$ cat config.mk
export PLATFORM = sky130hd
export DESIGN_NAME = isl_video_top
export DESIGN_NICKNAME = d
export VERILOG_FILES = /design/src/video_pkg.sv /design/src/ctrl_pkg.sv /design/src/video_stream_if.sv /design/src/ctrl_decode.sv /design/src/pixel_pair_pack.sv /design/src/pixel_pair_unpack.sv /design/src/tx_output_stage.sv /design/src/isl_video_top.sv
export SDC_FILE = /design/constraint.sdc
export NUM_CORES = 1
export LEC_CHECK = 0
export BUFFER_PORTS_ARGS = -buffer_cell sky130_fd_sc_hd__buf_2
export CORE_MARGIN = 8
export CORE_UTILIZATION = 48
export CTS_BUF_LIST = sky130_fd_sc_hd__clkbuf_4
export CTS_CLUSTER_DIAMETER = 60
export DETAILED_ROUTE_END_ITERATION = 8
export PLACE_DENSITY = 0.76
export SYNTH_ARGS = -nofsm -noshare
export SYNTH_HDL_FRONTEND = slang
export SYNTH_SLANG_ARGS = --single-unit
$ cat constraint.sdc
create_clock -name clk27 -period 6 [get_ports clk27]
set_input_delay 0.3 -clock clk27 [delete_from_list [all_inputs] [get_ports clk27]]
set_output_delay 0.3 -clock clk27 [all_outputs]
set_load 0.01 [all_outputs]
$ cat src/video_pkg.sv
package video_pkg;

    // ====================================================================
    // pixel and pair payloads
    // ====================================================================

    // one pixel, red on top
    typedef struct packed {
        logic [7:0] r;
        logic [7:0] g;
        logic [7:0] b;
    } pixel_rgb_t;

    // earlier pixel sits in hi
    typedef struct packed {
        pixel_rgb_t hi;
        pixel_rgb_t lo;
    } pixel_pair_t;

    // per-slot sync flags, all active high
    typedef struct packed {
        logic hs;
        logic vs;
        logic de;
        logic fid;
    } pair_flags_t;

    // ====================================================================
    // osd overlay
    // ====================================================================

    typedef logic [1:0] osd_color_t;

    // indexed by osd_color_t, entry 0 at the right
    localparam pixel_rgb_t [3:0] OSD_PALETTE = {
        24'hffffff,     // white
        24'hffff00,     // yellow
        24'h0000ff,     // blue
        24'h000000      // black
    };

endpackage

$ cat src/ctrl_pkg.sv
package ctrl_pkg;

    // ====================================================================
    // system control word
    // ====================================================================

    localparam int SYS_CTRL_W = 32;

    // bit positions inside sys_ctrl
    localparam int HSYNC_POL_BIT  = 8;
    localparam int VSYNC_POL_BIT  = 9;
    localparam int FRAMELOCK_BIT  = 14;
    localparam int VIP_SELECT_BIT = 15;

    // fields kept after decode
    typedef struct packed {
        logic hsync_pol;     // capture hsync polarity
        logic vsync_pol;     // capture vsync polarity
        logic framelock;
        logic vip_select;    // 1 = output from external processor
    } ctrl_fields_t;

    // ====================================================================
    // board inputs
    // ====================================================================

    localparam int KEY_W = 2;   // push buttons

endpackage

$ cat src/video_stream_if.sv
`timescale 1ns/1ns

// one pixel per clk27 with syncs in raw sense
interface video_stream_if;

    video_pkg::pixel_rgb_t rgb;
    logic                  hs;
    logic                  vs;
    logic                  de;

    modport src (
        output rgb,
        output hs,
        output vs,
        output de
    );

    modport snk (
        input rgb,
        input hs,
        input vs,
        input de
    );

endinterface

$ cat src/ctrl_decode.sv
`timescale 1ns/1ns

module ctrl_decode #(
    parameter int LED_HOLD_CYCLES = 16_777_215
) (
    input  logic                            clk27,
    input  logic                            sys_reset_n,
    input  logic [ctrl_pkg::SYS_CTRL_W-1:0] sys_ctrl_i,
    input  logic [ctrl_pkg::KEY_W-1:0]      key_i,
    input  logic                            resync_strobe_i,
    output ctrl_pkg::ctrl_fields_t          ctrl_o,
    output logic [ctrl_pkg::KEY_W-1:0]      buttons_o,
    output logic [1:0]                      led_o
);

    localparam int CTR_W = (LED_HOLD_CYCLES > 1) ? $clog2(LED_HOLD_CYCLES + 1) : 1;
    localparam logic [CTR_W-1:0] HOLD_LOAD = CTR_W'(LED_HOLD_CYCLES);

    logic [ctrl_pkg::KEY_W-1:0] btn_sync1;
    logic                       resync_sync1;
    logic                       resync_sync2;
    logic                       resync_prev;
    logic                       resync_rise;
    logic [CTR_W-1:0]           resync_led_ctr;

    // ====================================================================
    // control word fields
    // ====================================================================

    always_ff @(posedge clk27 or negedge sys_reset_n) begin
        if (!sys_reset_n) begin
            ctrl_o <= '0;
        end else begin
            ctrl_o.hsync_pol  <= sys_ctrl_i[ctrl_pkg::HSYNC_POL_BIT];
            ctrl_o.vsync_pol  <= sys_ctrl_i[ctrl_pkg::VSYNC_POL_BIT];
            ctrl_o.framelock  <= sys_ctrl_i[ctrl_pkg::FRAMELOCK_BIT];
            ctrl_o.vip_select <= sys_ctrl_i[ctrl_pkg::VIP_SELECT_BIT];
        end
    end

    // ====================================================================
    // synchronizers
    // ====================================================================

    // buttons idle high
    always_ff @(posedge clk27 or negedge sys_reset_n) begin
        if (!sys_reset_n) begin
            btn_sync1 <= '1;
            buttons_o <= '1;
        end else begin
            btn_sync1 <= key_i;
            buttons_o <= btn_sync1;
        end
    end

    always_ff @(posedge clk27 or negedge sys_reset_n) begin
        if (!sys_reset_n) begin
            resync_sync1 <= 1'b0;
            resync_sync2 <= 1'b0;
            resync_prev  <= 1'b0;
        end else begin
            resync_sync1 <= resync_strobe_i;
            resync_sync2 <= resync_sync1;
            resync_prev  <= resync_sync2;   // for edge detect
        end
    end

    assign resync_rise = resync_sync2 & ~resync_prev;

    // led stretcher, a new edge restarts the hold time
    always_ff @(posedge clk27 or negedge sys_reset_n) begin
        if (!sys_reset_n) begin
            resync_led_ctr <= '0;
        end else if (resync_rise) begin
            resync_led_ctr <= HOLD_LOAD;
        end else if (resync_led_ctr != '0) begin
            resync_led_ctr <= resync_led_ctr - 1'b1;
        end
    end

    assign led_o = {(resync_led_ctr != '0), ctrl_o.framelock};

endmodule

$ cat src/pixel_pair_pack.sv
`timescale 1ns/1ns

module pixel_pair_pack (
    input  logic                   clk27,
    input  logic                   sys_reset_n,
    input  ctrl_pkg::ctrl_fields_t ctrl_i,
    input  video_pkg::pixel_rgb_t  cap_rgb_i,
    input  logic                   cap_hsync_i,
    input  logic                   cap_vsync_i,
    input  logic                   cap_de_i,
    input  logic                   cap_fid_i,
    input  logic                   cap_valid_i,
    output video_pkg::pixel_pair_t pair_o,
    output video_pkg::pair_flags_t flags_hi_o,
    output video_pkg::pair_flags_t flags_lo_o,
    output logic                   pair_valid_o
);

    video_pkg::pair_flags_t cap_flags;
    logic                   phase_lo;   // next accepted pixel goes to lo slot

    // bring syncs to active high whatever the source polarity
    always_comb begin
        cap_flags.hs  = ~(cap_hsync_i ^ ctrl_i.hsync_pol);
        cap_flags.vs  = ~(cap_vsync_i ^ ctrl_i.vsync_pol);
        cap_flags.de  = cap_de_i;
        cap_flags.fid = ~cap_fid_i;
    end

    // ====================================================================
    // pair phase and strobe
    // ====================================================================

    always_ff @(posedge clk27 or negedge sys_reset_n) begin
        if (!sys_reset_n) begin
            phase_lo     <= 1'b0;
            pair_valid_o <= 1'b0;
        end else begin
            pair_valid_o <= cap_valid_i & phase_lo;
            if (cap_valid_i) begin
                phase_lo <= ~phase_lo;
            end
        end
    end

    // ====================================================================
    // slot registers
    // ====================================================================

    always_ff @(posedge clk27) begin
        if (cap_valid_i) begin
            if (!phase_lo) begin
                pair_o.hi  <= cap_rgb_i;
                flags_hi_o <= cap_flags;
            end else begin
                pair_o.lo  <= cap_rgb_i;
                flags_lo_o <= cap_flags;
            end
        end
    end

endmodule

$ cat src/pixel_pair_unpack.sv
`timescale 1ns/1ns

module pixel_pair_unpack (
    input  logic                   clk27,
    input  logic                   sys_reset_n,
    input  video_pkg::pixel_pair_t pair_i,
    input  video_pkg::pair_flags_t flags_hi_i,
    input  video_pkg::pair_flags_t flags_lo_i,
    input  logic                   pair_valid_i,
    video_stream_if.src            stream
);

    logic                   lo_pending;
    video_pkg::pixel_rgb_t  lo_rgb;      // held for the second cycle
    video_pkg::pair_flags_t lo_flags;

    // ====================================================================
    // slot sequencing and syncs
    // ====================================================================

    // a fresh pair always wins over a pending lo pixel
    always_ff @(posedge clk27 or negedge sys_reset_n) begin
        if (!sys_reset_n) begin
            lo_pending <= 1'b0;
            stream.hs  <= 1'b0;
            stream.vs  <= 1'b0;
            stream.de  <= 1'b0;
        end else if (pair_valid_i) begin
            lo_pending <= 1'b1;
            stream.hs  <= ~flags_hi_i.hs;   // back to raw sense
            stream.vs  <= ~flags_hi_i.vs;
            stream.de  <= flags_hi_i.de;
        end else if (lo_pending) begin
            lo_pending <= 1'b0;
            stream.hs  <= ~lo_flags.hs;
            stream.vs  <= ~lo_flags.vs;
            stream.de  <= lo_flags.de;
        end
    end

    // ====================================================================
    // pixel data
    // ====================================================================

    always_ff @(posedge clk27) begin
        if (pair_valid_i) begin
            stream.rgb <= pair_i.hi;
            lo_rgb     <= pair_i.lo;
            lo_flags   <= flags_lo_i;
        end else if (lo_pending) begin
            stream.rgb <= lo_rgb;
        end
    end

endmodule

$ cat src/tx_output_stage.sv
`timescale 1ns/1ns

module tx_output_stage (
    input  logic                   clk27,
    input  logic                   sys_reset_n,
    input  ctrl_pkg::ctrl_fields_t ctrl_i,
    video_stream_if.snk            sc_stream,
    video_stream_if.snk            vip_stream,
    input  logic                   osd_enable_i,
    input  video_pkg::osd_color_t  osd_color_i,
    output video_pkg::pixel_rgb_t  tx_d_o,
    output logic                   tx_hs_o,
    output logic                   tx_vs_o,
    output logic                   tx_de_o
);

    video_pkg::pixel_rgb_t src_rgb;
    logic                  src_hs;
    logic                  src_vs;
    logic                  src_de;

    video_pkg::pixel_rgb_t out_rgb;
    logic                  out_hs;
    logic                  out_vs;
    logic                  out_de;

    // source select, osd colour replaces pixel data only
    always_comb begin
        if (ctrl_i.vip_select) begin
            src_rgb = vip_stream.rgb;
            src_hs  = vip_stream.hs;
            src_vs  = vip_stream.vs;
            src_de  = vip_stream.de;
        end else begin
            src_rgb = sc_stream.rgb;
            src_hs  = sc_stream.hs;
            src_vs  = sc_stream.vs;
            src_de  = sc_stream.de;
        end
        if (osd_enable_i) begin
            src_rgb = video_pkg::OSD_PALETTE[osd_color_i];
        end
    end

    // ====================================================================
    // stage 1
    // ====================================================================

    always_ff @(posedge clk27 or negedge sys_reset_n) begin
        if (!sys_reset_n) begin
            out_hs <= 1'b0;
            out_vs <= 1'b0;
            out_de <= 1'b0;
        end else begin
            out_hs <= src_hs;
            out_vs <= src_vs;
            out_de <= src_de;
        end
    end

    always_ff @(posedge clk27) begin
        out_rgb <= src_rgb;
        tx_d_o  <= out_rgb;     // stage 2 data
    end

    // ====================================================================
    // stage 2, transmitter pins
    // ====================================================================

    always_ff @(posedge clk27 or negedge sys_reset_n) begin
        if (!sys_reset_n) begin
            tx_hs_o <= 1'b0;
            tx_vs_o <= 1'b0;
            tx_de_o <= 1'b0;
        end else begin
            tx_hs_o <= out_hs;
            tx_vs_o <= out_vs;
            tx_de_o <= out_de;
        end
    end

endmodule

$ cat src/isl_video_top.sv
`timescale 1ns/1ns

module isl_video_top #(
    parameter int LED_HOLD_CYCLES = 16_777_215
) (
    input  logic                            clk27,
    input  logic                            sys_reset_n,

    // control
    input  logic [ctrl_pkg::SYS_CTRL_W-1:0] sys_ctrl_i,
    input  logic [ctrl_pkg::KEY_W-1:0]      key_i,
    input  logic                            resync_strobe_i,

    // digitizer capture
    input  video_pkg::pixel_rgb_t           cap_rgb_i,
    input  logic                            cap_hsync_i,
    input  logic                            cap_vsync_i,
    input  logic                            cap_de_i,
    input  logic                            cap_fid_i,
    input  logic                            cap_valid_i,

    // to and from the video processor
    output video_pkg::pixel_pair_t          vip_pair_o,
    output video_pkg::pair_flags_t          vip_flags_hi_o,
    output video_pkg::pair_flags_t          vip_flags_lo_o,
    output logic                            vip_pair_valid_o,
    input  video_pkg::pixel_pair_t          vip_pair_i,
    input  video_pkg::pair_flags_t          vip_flags_hi_i,
    input  video_pkg::pair_flags_t          vip_flags_lo_i,
    input  logic                            vip_pair_valid_i,

    // scan converter
    input  video_pkg::pixel_rgb_t           sc_rgb_i,
    input  logic                            sc_hsync_i,
    input  logic                            sc_vsync_i,
    input  logic                            sc_de_i,

    input  logic                            osd_enable_i,
    input  video_pkg::osd_color_t           osd_color_i,

    // transmitter and board
    output video_pkg::pixel_rgb_t           tx_d_o,
    output logic                            tx_hs_o,
    output logic                            tx_vs_o,
    output logic                            tx_de_o,
    output logic [1:0]                      led_o,
    output logic [ctrl_pkg::KEY_W-1:0]      buttons_o
);

    ctrl_pkg::ctrl_fields_t ctrl;

    video_stream_if vip_stream ();
    video_stream_if sc_stream ();

    assign sc_stream.rgb = sc_rgb_i;
    assign sc_stream.hs  = sc_hsync_i;
    assign sc_stream.vs  = sc_vsync_i;
    assign sc_stream.de  = sc_de_i;

    ctrl_decode #(
        .LED_HOLD_CYCLES(LED_HOLD_CYCLES)
    ) u_ctrl_decode (
        .clk27          (clk27),
        .sys_reset_n    (sys_reset_n),
        .sys_ctrl_i     (sys_ctrl_i),
        .key_i          (key_i),
        .resync_strobe_i(resync_strobe_i),
        .ctrl_o         (ctrl),
        .buttons_o      (buttons_o),
        .led_o          (led_o)
    );

    pixel_pair_pack u_pack (
        .clk27       (clk27),
        .sys_reset_n (sys_reset_n),
        .ctrl_i      (ctrl),
        .cap_rgb_i   (cap_rgb_i),
        .cap_hsync_i (cap_hsync_i),
        .cap_vsync_i (cap_vsync_i),
        .cap_de_i    (cap_de_i),
        .cap_fid_i   (cap_fid_i),
        .cap_valid_i (cap_valid_i),
        .pair_o      (vip_pair_o),
        .flags_hi_o  (vip_flags_hi_o),
        .flags_lo_o  (vip_flags_lo_o),
        .pair_valid_o(vip_pair_valid_o)
    );

    pixel_pair_unpack u_unpack (
        .clk27       (clk27),
        .sys_reset_n (sys_reset_n),
        .pair_i      (vip_pair_i),
        .flags_hi_i  (vip_flags_hi_i),
        .flags_lo_i  (vip_flags_lo_i),
        .pair_valid_i(vip_pair_valid_i),
        .stream      (vip_stream.src)
    );

    tx_output_stage u_tx_out (
        .clk27       (clk27),
        .sys_reset_n (sys_reset_n),
        .ctrl_i      (ctrl),
        .sc_stream   (sc_stream.snk),
        .vip_stream  (vip_stream.snk),
        .osd_enable_i(osd_enable_i),
        .osd_color_i (osd_color_i),
        .tx_d_o      (tx_d_o),
        .tx_hs_o     (tx_hs_o),
        .tx_vs_o     (tx_vs_o),
        .tx_de_o     (tx_de_o)
    );

endmodule

======== Word-level counts from Yosys, hierarchy flattened ========
Cells that the tools add are included.
cells by class
  mux-type cells .......................... 18
  reductions and logical operators ........ 5
  $lt $le $gt $ge ......................... 1
  add/sub/neg operators ................... 1
  bitwise operators ....................... 13
operators by type and width
  kind                     number
  $mux W24                 7
  $bmux W24 S2             1
  $reduce_bool A24 Y1      1
  $sub A24 B1 Y24 const B  1
  $mux W1                  10
  $not A1 Y1               9
  $reduce_and A2 Y1        2
  $reduce_bool A2 Y1       2
  $lt A2 B3 Y1 const B     1
  $and A1 B1 Y1            2
  $xor A1 B1 Y1            2
word-level totals
  register bits ........................... 202

======== Depth between registers and ports, before layout ========
  depth in word-level cells ............... 3
  depth in mapped cells ................... 8
  depth with buffers taken out ............ 7

======== Modules after synthesis ========
From an unflattened synthesis, not the netlist that was laid out.
unflattened totals
  cells, all modules ...................... 423
  area, all modules ....................... 7218.2 um^2
by module, submodules not included
  module             cells an instance  times used  area an instance (um^2)
  pixel_pair_unpack  94                 1           2010.7
  tx_output_stage    112                1           1818.0
  pixel_pair_pack    64                 1           1778.0
  ctrl_decode        153                1           1611.5

======== Least setup slack after synthesis ========
Ideal clock, no wire load.
  path type ............................... register to register
  start point ............................. register u_pack.phase_lo
  end point ............................... register u_pack.flags_hi_o[0] in the netlist's numbering, enable pin
  slack ................................... 3.918 ns
  setup time .............................. 0.416 ns
  clock period less this slack ............ 2.082 ns
  cell stages (with the launch flop) ...... 2
  arrival ................................. 1.666 ns
  path through ............................ dfrtp_1 nor2b_1
on the way
  cells in the longest elaborated chain, start to end .. 2
ends and longest elaborated chain
  element                             line                   RTL
  start, declared                     pixel_pair_pack.sv:20  logic phase_lo;
  start signal, assigned              pixel_pair_pack.sv:41  phase_lo <= ~phase_lo;
  $not A1 Y1 (no source line)         --
  $reduce_and A2 Y1 (no source line)  --
  end signal, assigned                pixel_pair_pack.sv:54  flags_hi_o <= cap_flags;
  end, declared                       pixel_pair_pack.sv:14  output video_pkg::pair_flags_t flags_hi_o,
Every way passes these cells.
A chain may end at the register's enable or synchronous reset.

======== Worst setup path after layout ========
  start point ............................. register u_ctrl_decode.resync_led_ctr[0]
  end point ............................... output led_o[1]
on the way
  cells in the longest elaborated chain, start to end .. 1
ends and longest elaborated chain
  element                 line                 RTL
  start, declared         ctrl_decode.sv:24    logic [CTR_W-1:0] resync_led_ctr;
  start signal, assigned  ctrl_decode.sv:77    resync_led_ctr <= resync_led_ctr - 1'b1;
  $reduce_bool A24 Y1     ctrl_decode.sv:81    assign led_o = {(resync_led_ctr != '0), ctrl_o.framelock};
  end, declared           isl_video_top.sv:46  output logic [1:0] led_o,
Every way passes these cells.

==> flow_metrics.tcl <==
set metrics [dict create \
    status "completed" \
    postRouteAntennaNets 0 \
    p_per_area_mw_per_mm2 322 \
    p_leak_nw 3.97 \
    grt_pass1_vias 5254 \
    drtPass1Iterations 4 \
    cap_viol_max_count 0 \
    cts_max_path_buffers 3 \
    min_path_type "input pin to flop" \
    hpwl_mm 10.9 \
    required_ns 5.70 \
    wirelength_mm 17.5 \
    drive_gt1_share_pct 39.4 \
    final_common_cell "buf_2" \
    hold_path_startpoint "sc_rgb_i[10]" \
    dieArea_mm2 0.0187 \
    placementRows 44 \
    tritoncts "yes" \
    setup-violations-final 0 \
    initial_core_util_pct 48.6 \
    cts_made_buffers 49 \
    nets 952 \
    vias 4880 \
    grt_max_degree 58 \
    synth-edff-count 107 \
    cts.repair.resized 0 \
    rsz0062_at_grt "false" \
    peakVddDrop_uv 203 \
    ys_seq_elements 202 \
    yosys.area.top_type "edfxtp_1" \
    syn_avg_cell_area_um2 15.3 \
    avgViaCountPerCell 4.78 \
    r2r_start "u_ctrl_decode.resync_led_ctr[0]" \
    post-route-period-util_pct 55.2 \
    finalClockSkew_ns 0.0374 \
    hold_viol 0 \
    power_w 0.00316 \
    antenna_found_initial 1 \
    cts.sinks 202 \
    die_w_um 137 \
    fin_util_pct 68.3 \
    syn_nets 611 \
    synth_cell_types 40 \
    drv_slew 0 \
    syn_area_mm2 0.00699 \
    finalSetupTns_ns 0 \
    max-slew-margin-rel_pct 30.5 \
    synth_area_leaders "edfxtp_1 46%, dfrtp_1 15%, dfxtp_1 14%" \
    htreeDepth 2 \
    async_flop_share_pct 23.3 \
    grt_pass1_wl_mm 27.3 \
    cp_max_fo 19 \
    routedWlPerCell_um 17.2 \
    die_y_um 137 \
    cp-start-kind "flop" \
    grt_overflow 0 \
    critPathLaunch "u_ctrl_decode.resync_led_ctr[0]" \
    fmax_mhz 302 \
    period_minus_slack_ns 3.31 \
    dr.first_iter.drc_count 229 \
    syn_inst 456 \
    arrival_ns 3.01 \
    num_io_pins 241 \
    ys_warn_count 0 \
    setup.worst_path.class "flop to output pin" \
    final_cell_mix "210 x buf_2, 107 x edfxtp_1, 97 x dlygate4sd3_1, 74 x clkbuf_4, 48 x dfxtp_1" \
    clk_pin_slew_ns 0.07 \
    grt_usage_pct 18.7 \
    core_area_mm2 0.0144 \
    root_buffer "clkbuf_4" \
    placement.io_buffers 210 \
    end_kind "output pin" \
    globalplace.congestion 0.788 \
    n_fill_cell 1004 \
    clock_latency_ns 0.62 \
    area_growth_pct 40.4 \
    synthFlopType "edfxtp_1" \
    tightest_slew_ns 1.04 \
    synth_top_area_share_pct 46.0 \
    drc 0 \
    ys_seq_area_share_pct 76.6 \
]
## state kept, by name, summed over array words and instances, names as in the netlist, 2 cells and up
signal,count
u_ctrl_decode.resync_led_ctr,24
u_ctrl_decode.btn_sync1,2
u_tx_out.out_rgb,24
u_pack.flags_hi_o,4
u_ctrl_decode.buttons_o,2
u_pack.pair_o,48
u_unpack.lo_rgb,24
u_unpack.lo_flags,3
u_unpack.stream.rgb,24
u_ctrl_decode.ctrl_o,4
u_tx_out.tx_d_o,24
u_pack.flags_lo_o,4
## cell usage after synthesis (all sizes together), types with 3 or more instances
master / count
dfxtp: 48
nor3: 9
or4: 8
xnor2: 4
nor2b: 28
xor2: 16
dfrtp: 43
o211ai: 4
buf: 4
nand2: 24
nor2: 32
a211oi: 24
edfxtp: 107
nand4: 4
or3: 4
mux2: 27
dfstp: 4
inv: 5
nand3: 7
clkbuf: 17
mux2i: 3
nor4: 6
o21ai: 14
## cells by family (layout without fill, tap and decap cells)
family / Yosys count / after routing / synth area share (%)
buffers and inverters: 26 / 406 / 1.47
AO/OA/AOI/OAI: 45 / 45 / 4.41
AND/OR/NAND/NOR: 131 / 131 / 9.83
XOR/XNOR: 20 / 20 / 2.51
adder cells (fa/ha/maj): 2 / 2 / 0.358
multiplexers: 30 / 30 / 4.78
other: 0 / 1 / 0
flip-flops: 202 / 202 / 76.6
## per-layer routing
metal / vias to the layer above / track usage, % / share of wire (%)
met5: - / 0 / 0
met4: 0 / 8.11 / 1.9
met3: 25 / 5.95 / 9.3
met2: 216 / 32.5 / 51
met1: 2275 / 20.7 / 38
li1: 2364 / - / -
## power by group
| group | total (W) | switching (W) | internal [W] |
|---|---|---|---|
| clock | 0.00108 | 0.000517 | 0.000566 |
| sequential | 0.00170 | 0.0000576 | 0.00164 |
| combinational | 0.000376 | 0.000203 | 0.000173 |
| total | 0.00316 | 0.000778 | 0.00238 |
## area by class of cell
cell class | instances | area [um^2] | area share [%]
Tap cell | 184 | 230 | 2.35
Multi-Input combinational cell | 228 | 1530 | 15.6
Sequential cell | 202 | 5360 | 54.6
Antenna cell | 1 | 2.50 | 0.0255
Inverter | 5 | 18.8 | 0.191
Timing Repair Buffer | 311 | 2050 | 20.9
Clock inverter | 16 | 63.8 | 0.651
Clock buffer | 74 | 556 | 5.66
## timing repair
| item | 4_1_cts | 5_1_grt |
|---|---|---|
| hold buffers | 97 | 0 |
| endpoints found under the hold margin | 171 | 0 |
| buffers inserted | 0 | 0 |
## critical path, stage by stage (launching register included)
cell     delay [ns]
dfrtp_1        0.38
inv_1          0.12
ha_1           0.17
nor4b_1        0.37
nand4_1        0.69
nor2_1         0.46
inv_1          0.07
buf_2          0.15
## worst paths after layout
| kind | end | slack [ns] | cells past startpoint |
|---|---|---|---|
| max reg2reg | u_ctrl_decode.resync_led_ctr[14] | 3.24 | 7 |
| min in group asynchronous | u_ctrl_decode.resync_led_ctr[4] | 0.42 | 2 |
| min | u_tx_out.out_rgb[10] | 0.06 | 4 |
| max | led_o[1] | 2.69 | 7 |
| min reg2reg | u_tx_out.tx_d_o[8] | 0.33 | 0 |
| max in group asynchronous | u_ctrl_decode.resync_led_ctr[22] | 4.91 | 2 |
## per-stage QoR
| stage | hold slack [ns] | setup WS [ns] | cells | instance area, um^2 |
|---|---|---|---|---|
| floorplan | 0.00441 | 3.92 | 456 | 6990 |
| global route | 0.0219 | 2.45 | 1021 | 9810 |
| detailed placement | 0.313 | 3.23 | 833 | 8220 |
| finish | 0.0643 | 2.69 | 1021 | 9810 |
| CTS | 0.00203 | 2.62 | 1020 | 9810 |
| global placement | 0.312 | 3.41 | 833 | 8220 |
No activity file was read; power rests on OpenSTA's default activity.
